### src/design/uart_cfg_pkg.sv
package uart_cfg_pkg;

    // a frame is a start bit, DATA_BITS data bits LSB first and one stop bit
    localparam int DATA_BITS = 8;

    // largest bank size sets the width of a channel index
    localparam int MAX_LANES = 16;

    localparam int CHAN_W = $clog2(MAX_LANES); // 4 for 16 lanes

    typedef logic [DATA_BITS-1:0] byte_t; // one payload byte
    typedef logic [CHAN_W-1:0]    chan_t; // channel / lane index

endpackage

### src/design/uart_msg_pkg.sv
package uart_msg_pkg;

    // host request with chan in the upper bits
    typedef struct packed {
        uart_cfg_pkg::chan_t chan; // target lane
        uart_cfg_pkg::byte_t data; // byte to send
    } tx_req_t;

    // completion report back to the host
    typedef struct packed {
        uart_cfg_pkg::chan_t chan; // lane whose frame ended
    } tx_done_t;

endpackage

### src/design/tx_dispatch.sv
module tx_dispatch #(
    parameter int NUM_LANES = 4
) (
    input  logic                    clk_i,
    input  logic                    arstn_i,
    input  logic                    req_i,
    input  uart_msg_pkg::tx_req_t   tx_req_i,
    output logic                    ack_o,
    output logic [NUM_LANES-1:0]    lane_req_o,
    output uart_cfg_pkg::byte_t     lane_data_o,
    input  logic [NUM_LANES-1:0]    lane_ack_i,
    input  logic [NUM_LANES-1:0]    pending_i
);

    typedef enum logic [1:0] {
        IDLE    = 2'b00,
        FORWARD = 2'b01,
        HOLD    = 2'b10,
        RELEASE = 2'b11
    } disp_state_t;

    disp_state_t          state;
    logic [NUM_LANES-1:0] target; // one-hot lane of the running transfer
    logic [NUM_LANES-1:0] busy;   // lane took a byte whose frame is not reported yet
    logic [NUM_LANES-1:0] req_oh;
    logic                 chan_ok;
    logic                 lane_free;
    logic                 take;
    logic                 tgt_ack;

    assign chan_ok   = int'(tx_req_i.chan) < NUM_LANES;
    assign req_oh    = NUM_LANES'(1) << tx_req_i.chan; // zero for out-of-range chan
    assign lane_free = ~|(req_oh & (busy | pending_i));
    assign take      = (state == IDLE) && req_i && lane_free;
    assign tgt_ack   = |(target & lane_ack_i);

    assign lane_req_o = ((state == FORWARD) || (state == HOLD)) ? target : '0;
    assign ack_o      = ((state == FORWARD) && tgt_ack) || (state == HOLD) || (state == RELEASE);

    always_ff @(posedge clk_i or negedge arstn_i) begin
        if (!arstn_i) begin
            state  <= IDLE;
            target <= '0;
        end else begin
            case (state)
                IDLE: begin
                    if (take) begin
                        target <= req_oh;
                        state  <= chan_ok ? FORWARD : HOLD; // bad chan is acked and dropped
                    end
                end
                FORWARD: begin
                    if (tgt_ack) state <= HOLD;
                end
                HOLD: begin
                    if (!req_i) state <= RELEASE;
                end
                RELEASE: begin
                    if (!tgt_ack) state <= IDLE; // lane side back to zero
                end
                default: state <= IDLE;
            endcase
        end
    end

    // a lane stays busy until the collector has picked up its frame end
    always_ff @(posedge clk_i or negedge arstn_i) begin
        if (!arstn_i) begin
            busy <= '0;
        end else begin
            busy <= (busy & ~pending_i) | (((state == FORWARD) && tgt_ack) ? target : '0);
        end
    end

    always_ff @(posedge clk_i) begin
        if (take) lane_data_o <= tx_req_i.data;
    end

    a_one_lane_req: assert property (
        @(posedge clk_i) disable iff (!arstn_i) $onehot0(lane_req_o)
    );

endmodule

### src/design/tx_done_collector.sv
module tx_done_collector #(
    parameter int NUM_LANES = 4
) (
    input  logic                   clk_i,
    input  logic                   arstn_i,
    input  logic [NUM_LANES-1:0]   frame_done_i,
    output logic [NUM_LANES-1:0]   pending_o,
    output logic                   done_req_o,
    output uart_msg_pkg::tx_done_t done_o,
    input  logic                   done_ack_i
);

    typedef enum logic [1:0] {
        IDLE     = 2'b00,
        REPORT   = 2'b01,
        WAIT_LOW = 2'b10
    } coll_state_t;

    coll_state_t          state;
    logic [NUM_LANES-1:0] pending_q;
    logic [NUM_LANES-1:0] cand;   // pending plus events arriving now
    logic [NUM_LANES-1:0] rot;    // cand rotated to start after cur
    logic [NUM_LANES-1:0] clr;
    uart_cfg_pkg::chan_t  cur;    // lane being reported and rr pointer
    uart_cfg_pkg::chan_t  next_pick;
    int                   offs;

    assign cand = pending_q | frame_done_i;
    assign clr  = ((state == REPORT) && done_ack_i) ? (NUM_LANES'(1) << cur) : '0;

    // lowest set bit of the rotated vector wins
    always_comb begin
        rot  = NUM_LANES'({cand, cand} >> ({1'b0, cur} + 5'd1));
        offs = 0;
        for (int i = NUM_LANES - 1; i >= 0; i--) begin
            if (rot[i]) offs = i;
        end
        next_pick = uart_cfg_pkg::chan_t'((int'(cur) + 1 + offs) % NUM_LANES);
    end

    always_ff @(posedge clk_i or negedge arstn_i) begin
        if (!arstn_i) begin
            pending_q <= '0;
        end else begin
            pending_q <= cand & ~clr;
        end
    end

    always_ff @(posedge clk_i or negedge arstn_i) begin
        if (!arstn_i) begin
            state <= IDLE;
            cur   <= uart_cfg_pkg::chan_t'(NUM_LANES - 1); // first search starts at lane 0
        end else begin
            case (state)
                IDLE: begin
                    if (|cand) begin
                        cur   <= next_pick;
                        state <= REPORT;
                    end
                end
                REPORT: begin
                    if (done_ack_i) state <= WAIT_LOW;
                end
                WAIT_LOW: begin
                    if (!done_ack_i) state <= IDLE;
                end
                default: state <= IDLE;
            endcase
        end
    end

    assign pending_o   = pending_q;
    assign done_req_o  = (state == REPORT);
    assign done_o.chan = cur;

    a_done_stable: assert property (
        @(posedge clk_i) disable iff (!arstn_i)
        (done_req_o && $past(done_req_o)) |-> $stable(done_o)
    );

endmodule

### src/design/uart_tx_bank.sv
module uart_tx_bank #(
    parameter int NUM_LANES = 4,
    parameter int CLK_FREQ  = 1_000_000,
    parameter int BAUD_RATE = 125_000
) (
    input  logic                   clk_i,
    input  logic                   arstn_i,
    input  logic                   req_i,
    input  uart_msg_pkg::tx_req_t  tx_req_i,
    output logic                   ack_o,
    output logic                   done_req_o,
    output uart_msg_pkg::tx_done_t done_o,
    input  logic                   done_ack_i,
    output logic [NUM_LANES-1:0]   uart_tx_o
);

    logic [NUM_LANES-1:0] lane_req;
    logic [NUM_LANES-1:0] lane_ack;
    logic [NUM_LANES-1:0] frame_done;
    logic [NUM_LANES-1:0] pending;
    uart_cfg_pkg::byte_t  lane_data; // shared by all lanes

    if ((NUM_LANES < 2) || (NUM_LANES > uart_cfg_pkg::MAX_LANES)) begin : g_bad_size
        $error("NUM_LANES out of range");
    end

    tx_dispatch #(
        .NUM_LANES (NUM_LANES)
    ) u_dispatch (
        .clk_i       (clk_i),
        .arstn_i     (arstn_i),
        .req_i       (req_i),
        .tx_req_i    (tx_req_i),
        .ack_o       (ack_o),
        .lane_req_o  (lane_req),
        .lane_data_o (lane_data),
        .lane_ack_i  (lane_ack),
        .pending_i   (pending)
    );

    for (genvar i = 0; i < NUM_LANES; i++) begin : g_lane
        uart_tx_lane #(
            .CLK_FREQ  (CLK_FREQ),
            .BAUD_RATE (BAUD_RATE)
        ) u_lane (
            .clk_i        (clk_i),
            .arstn_i      (arstn_i),
            .req_i        (lane_req[i]),
            .data_i       (lane_data),
            .ack_o        (lane_ack[i]),
            .frame_done_o (frame_done[i]),
            .uart_tx_o    (uart_tx_o[i])
        );
    end

    tx_done_collector #(
        .NUM_LANES (NUM_LANES)
    ) u_collector (
        .clk_i        (clk_i),
        .arstn_i      (arstn_i),
        .frame_done_i (frame_done),
        .pending_o    (pending),
        .done_req_o   (done_req_o),
        .done_o       (done_o),
        .done_ack_i   (done_ack_i)
    );

endmodule

### src/design/uart_tx_lane.sv
module uart_tx_lane #(
    parameter int CLK_FREQ  = 1_000_000,
    parameter int BAUD_RATE = 125_000
) (
    input  logic                clk_i,
    input  logic                arstn_i,
    input  logic                req_i,
    input  uart_cfg_pkg::byte_t data_i,
    output logic                ack_o,
    output logic                frame_done_o,
    output logic                uart_tx_o
);

    localparam int DIVIDER = CLK_FREQ / BAUD_RATE; // clock cycles per bit
    localparam int BAUD_W  = (DIVIDER > 1) ? $clog2(DIVIDER) : 1;
    localparam int BIT_W   = $clog2(uart_cfg_pkg::DATA_BITS);

    localparam logic [BAUD_W-1:0] BAUD_LAST = BAUD_W'(DIVIDER - 1);
    localparam logic [BIT_W-1:0]  BIT_LAST  = BIT_W'(uart_cfg_pkg::DATA_BITS - 1);

    typedef enum logic [2:0] {
        IDLE  = 3'b000,
        START = 3'b001,
        DATA  = 3'b010,
        STOP  = 3'b011,
        WAIT  = 3'b100
    } lane_state_t;

    lane_state_t         state;
    logic [BAUD_W-1:0]   baud_cnt;
    logic [BIT_W-1:0]    bit_cnt;
    uart_cfg_pkg::byte_t shift_q;
    logic                baud_done;
    logic                last_bit;
    logic                accept;
    logic                on_line; // start, data or stop bit in progress

    assign accept       = (state == IDLE) && req_i && !ack_o;
    assign baud_done    = (baud_cnt == BAUD_LAST);
    assign last_bit     = (bit_cnt == BIT_LAST);
    assign on_line      = (state == START) || (state == DATA) || (state == STOP);
    assign frame_done_o = (state == WAIT); // last cycle of the stop bit

    // registered line output trails the state by one cycle
    always_ff @(posedge clk_i or negedge arstn_i) begin
        if (!arstn_i) begin
            state     <= IDLE;
            uart_tx_o <= 1'b1;
        end else begin
            case (state)
                IDLE: begin
                    uart_tx_o <= 1'b1;
                    if (accept) state <= START;
                end
                START: begin
                    uart_tx_o <= 1'b0;
                    if (baud_done) state <= DATA;
                end
                DATA: begin
                    uart_tx_o <= shift_q[0];
                    if (baud_done && last_bit) state <= STOP;
                end
                STOP: begin
                    uart_tx_o <= 1'b1;
                    if (baud_done) state <= WAIT;
                end
                WAIT: begin
                    uart_tx_o <= 1'b1;
                    state     <= IDLE;
                end
                default: state <= IDLE;
            endcase
        end
    end

    // ack held until the dispatcher lets go
    always_ff @(posedge clk_i or negedge arstn_i) begin
        if (!arstn_i) begin
            ack_o <= 1'b0;
        end else if (accept) begin
            ack_o <= 1'b1;
        end else if (!req_i) begin
            ack_o <= 1'b0;
        end
    end

    always_ff @(posedge clk_i or negedge arstn_i) begin
        if (!arstn_i) begin
            baud_cnt <= '0;
        end else if (!on_line || baud_done) begin
            baud_cnt <= '0;
        end else begin
            baud_cnt <= baud_cnt + 1'b1;
        end
    end

    always_ff @(posedge clk_i or negedge arstn_i) begin
        if (!arstn_i) begin
            bit_cnt <= '0;
        end else if (state != DATA) begin
            bit_cnt <= '0;
        end else if (baud_done) begin
            bit_cnt <= last_bit ? '0 : bit_cnt + 1'b1;
        end
    end

    // LSB first
    always_ff @(posedge clk_i) begin
        if (accept) begin
            shift_q <= data_i;
        end else if ((state == DATA) && baud_done) begin
            shift_q <= shift_q >> 1;
        end
    end

    a_idle_line_high: assert property (
        @(posedge clk_i) disable iff (!arstn_i) (state == IDLE) |-> uart_tx_o
    );

    a_ack_from_idle: assert property (
        @(posedge clk_i) disable iff (!arstn_i) $rose(ack_o) |-> ($past(state) == IDLE)
    );

endmodule

### config.mk
export PLATFORM = sky130hd
export DESIGN_NAME = uart_tx_bank
export DESIGN_NICKNAME = d
export VERILOG_FILES = /design/src/design/uart_cfg_pkg.sv /design/src/design/uart_msg_pkg.sv /design/src/design/tx_dispatch.sv /design/src/design/tx_done_collector.sv /design/src/design/uart_tx_bank.sv /design/src/design/uart_tx_lane.sv
export SDC_FILE = /design/constraint.sdc
export NUM_CORES = 1
export LEC_CHECK = 0
export ABC_AREA = 1
export BUFFER_PORTS_ARGS = -buffer_cell sky130_fd_sc_hd__buf_2
export CAP_MARGIN = 10
export CORE_UTILIZATION = 55
export CTS_BUF_LIST = sky130_fd_sc_hd__clkbuf_4 sky130_fd_sc_hd__clkbuf_8 sky130_fd_sc_hd__clkbuf_16
export CTS_CLUSTER_DIAMETER = 200
export CTS_CLUSTER_SIZE = 16
export DETAILED_ROUTE_END_ITERATION = 8
export GPL_ROUTABILITY_DRIVEN = 0
export PLACE_DENSITY = 0.73
export SLEW_MARGIN = 5
export SYNTH_ARGS = -nofsm -noshare
export SYNTH_HDL_FRONTEND = slang
export SYNTH_SLANG_ARGS = --single-unit
### constraint.sdc
create_clock -name clk_i -period 3.1 [get_ports clk_i]
set_input_delay 0.93 -clock clk_i [delete_from_list [all_inputs] [get_ports clk_i]]
set_output_delay 0.93 -clock clk_i [all_outputs]
set_load 0.01 [all_outputs]
==> results.py <==
metrics = {
    "timing": {
        "slew_violations": 0,
        "rsz0062_at_grt": "no",
        "clock_skew_ns": 0.0153,
        "period_share_pct": 87.4,
        "report.final.setup_viol": 0,
        "hold_slack_ns": 0.440,
        "fmax_mhz": 369,
        "worstMarginPinSlew_ns": 0.775,
        "final-hold-violation-count": 0,
        "final.min_clock_period_ns": 2.71,
        "setup_tns_ns": 0,
        "slew_headroom_pct": 48.3,
    },
    "grt": {
        "antenna_found_initial": 0,
        "grt_max_degree": 63,
        "track_usage_pct": 21.4,
        "grt_pass1_vias": 3340,
        "grt_pass1_wl_mm": 15.0,
        "grt_overflow": 0,
    },
    "critical_path": {
        "path_cells": "inv_1, o22ai_1, o21ai_0, nand3_1, buf_2",
        "crit_path_max_incr_delay_ns": 0.47,
        "arrival_ns": 1.78,
        "cp-start-kind": "register",
        "critPathSlowestCell": "o21ai_0",
        "critPathTopFamily": "compound AO/OA/AOI/OAI gates",
        "critPathCaptureType": "primary output",
        "critPathKind": "reg -> out",
        "crit_buf_inv": 2,
        "r2r_setup_slack_ns": 0.91,
        "required_ns": 2.17,
        "cp_max_fo": 5,
    },
    "clocking": {
        "root_buffer": "clkbuf_8",
        "cts_hold_buffers": 0,
        "clk_pin_slew_ns": 0.10,
        "clk_latency_ns": 0.36,
        "cts_sinks": 102,
        "cts.htree.levels": 3,
        "cts-buffers-inserted": 9,
        "cts.repair.resized": 0,
        "cts_tree": "yes",
        "clock_path_buffers": 2,
        "cts_setup_buffers": 0,
    },
    "placed_design": {
        "dp_hpwl_mm": 6.53,
        "placed_cell_area_um2": 5110,
        "io_buffer_count": 23,
    },
    "synthesis": {
        "synth_compound_area_share_pct": 10.5,
        "synth_most_common_cell": "nand2_1",
        "netlist_area_um2": 4900,
        "synth_seq_cells": 102,
        "synth_top_area_share_pct": 28.6,
        "netlist_top_cells_count": "98 x nand2_1, 73 x inv_1, 56 x dfrtp_1",
        "muxShareOfSynthArea_pct": 0,
        "syn_area_per_cell_um2": 9.57,
        "synth_edf_count": 40,
        "async_reset_ff_share_pct": 60.8,
        "yosys_warnings": 0,
        "synth_top_family_by_area": "simple AND/OR/NAND/NOR gates",
        "synth_xor_area_share_pct": 0.179,
        "synthFlopType": "dfrtp_1",
        "syn_inst": 512,
        "yosys.area_share.simple_pct": 19.2,
        "yosys-top-cells-area": "dfrtp_1 29%, edfxtp_1 25%, nand2_1 7.5%",
        "ys_seq_area_share_pct": 56.3,
        "synth_fa_ha_area_share_pct": 6.38,
        "synth_top_area_cell": "dfrtp_1",
        "synth_cell_types": 37,
    },
    "route": {
        "vias_per_cell": 5.40,
        "drt-total-wl_mm": 8.96,
        "met1_length_mm": 4.12,
        "num_vias": 3520,
        "routed.top_layer": "met4",
        "initialDrtViolationCount": 177,
        "avgRoutedWirePerCell_um": 13.7,
        "dr_wl_met3_um": 386,
        "dr_wl_met2_mm": 4.40,
        "first_pass_iters": 5,
        "ant_nets": 0,
        "drc": 0,
    },
    "layout": {
        "area_growth_pct": 8.68,
        "drive_gt1_share_pct": 13.1,
        "fin_area_um2": 5330,
        "fillers": 757,
        "diodes": 0,
        "fin_nets": 580,
    },
    "pwr": {
        "irDropWorstVdd_uv": 475,
        "power-per-cell-area_nw_per_um2": 863,
        "p_leak_nw": 2.56,
        "power.total_mw": 4.60,
    },
    "floorplanning": {
        "die-area_um2": 9290,
        "num_io_pins": 26,
        "start_util_pct": 56.5,
        "num_rows": 34,
        "coreArea_um2": 8680,
        "die_h_um": 96.4,
        "die_x_um": 96.4,
    },
    "job": {
        "max_cap_violations": 0,
    },
    "outcome": {
        "status": "finished clean",
    },
    "hold_path": {
        "hp-class": "reg -> reg",
    },
}
-- state kept, by name, indices dropped and copies added (netlist names) --
signal / flops
u_collector.pending_o: 4
u_collector.done_o: 2
g_lane.u_lane.baud_cnt: 12
u_dispatch.busy: 4
g_lane.u_lane.state: 12
g_lane.u_lane.ack_o: 4
g_lane.u_lane.uart_tx_o: 4
g_lane.u_lane.shift_q: 32
u_dispatch.target: 4
u_collector.state: 2
g_lane.u_lane.bit_cnt: 12
u_dispatch.lane_data_o: 8
u_dispatch.state: 2
-- area by class of cell --
cell class	count	area, um2	share of cell area, %
flip-flops and latches	102	2760	51.8
multi-input cells	324	1790	33.6
inverters	76	285	5.36
clock buffers	11	156	2.94
repair buffers	26	138	2.58
well taps	108	135	2.54
clock inverters	5	62.6	1.17
-- final timing paths --
| kind | end | start | depth (start not counted) |
|---|---|---|---|
| min | g_lane[0].u_lane.baud_cnt[0]$_DFF_PN0_ | g_lane[0].u_lane.baud_cnt[0]$_DFF_PN0_ | 1 |
| max | ack_o | u_dispatch.target[3]$_DFFE_PN0P_ | 5 |
| min reg2reg | g_lane[0].u_lane.baud_cnt[0]$_DFF_PN0_ | g_lane[0].u_lane.baud_cnt[0]$_DFF_PN0_ | 1 |
| max in group asynchronous | g_lane[3].u_lane.state[2]$_DFFE_PN0P_ | arstn_i | 2 |
| min in group asynchronous | g_lane[0].u_lane.bit_cnt[0]$_DFFE_PN0P_ | arstn_i | 2 |
| max reg2reg | g_lane[0].u_lane.shift_q[0]$_DFFE_PP_ | u_dispatch.state[0]$_DFFE_PN0P_ | 4 |
-- metal layers --
metal / track usage, % / vias up
li1: - / 1762
met1: 28.9 / 1683
met2: 34.9 / 69
met3: 4.85 / 6
met4: 6.25 / 0
met5: 0 / -
-- cells in the final DEF (no fill, tap or decap), types with 6 or more instances in the layout --
cell type  synthesis  routed
a21oi_1           10      10
buf_2              5      23
clkbuf_8           0       9
dfrtp_1           56      56
dfstp_2            6       6
edfxtp_1          40      40
ha_1              25      25
inv_1             73      73
nand2_1           98      98
nand3_1           47      47
nor2_1            35      35
nor3_1             8       8
o21ai_0           43      43
o21ai_1           16      16
o31ai_1            7       7
-- kinds of logic after synthesis --
family / after synthesis
buf+inv: 87
other cells: 1
compound gates: 91
fa+ha+maj: 25
xor+xnor: 1
simple gates: 205
flops: 102
-- worst register-to-register path, stage by stage, from the launching register on --
cell and delay [ns]:
dfrtp_1 0.40, inv_1 0.08, ha_1 0.48, nand4_2 0.43, nand2_1 0.46
-- power by group --
group | internal [mW] | switching [mW] | leakage (nW)
clock | 0.439 | 0.460 | 0.110
combinational | 0.597 | 1.14 | 1.28
sequential | 1.74 | 0.225 | 1.17
total | 2.77 | 1.82 | 2.56
-- stage by stage --
step	std cells	util (%)	worst slack [ns]
6_report	652	61.4	0.390
2_1_floorplan	513	-	1.09
5_1_grt	652	61.4	0.238
3_3_place_gp	636	58.8	0.829
3_5_place_dp	636	58.8	0.725
4_1_cts	652	61.4	0.399
Power figures use the tool's default switching activity.
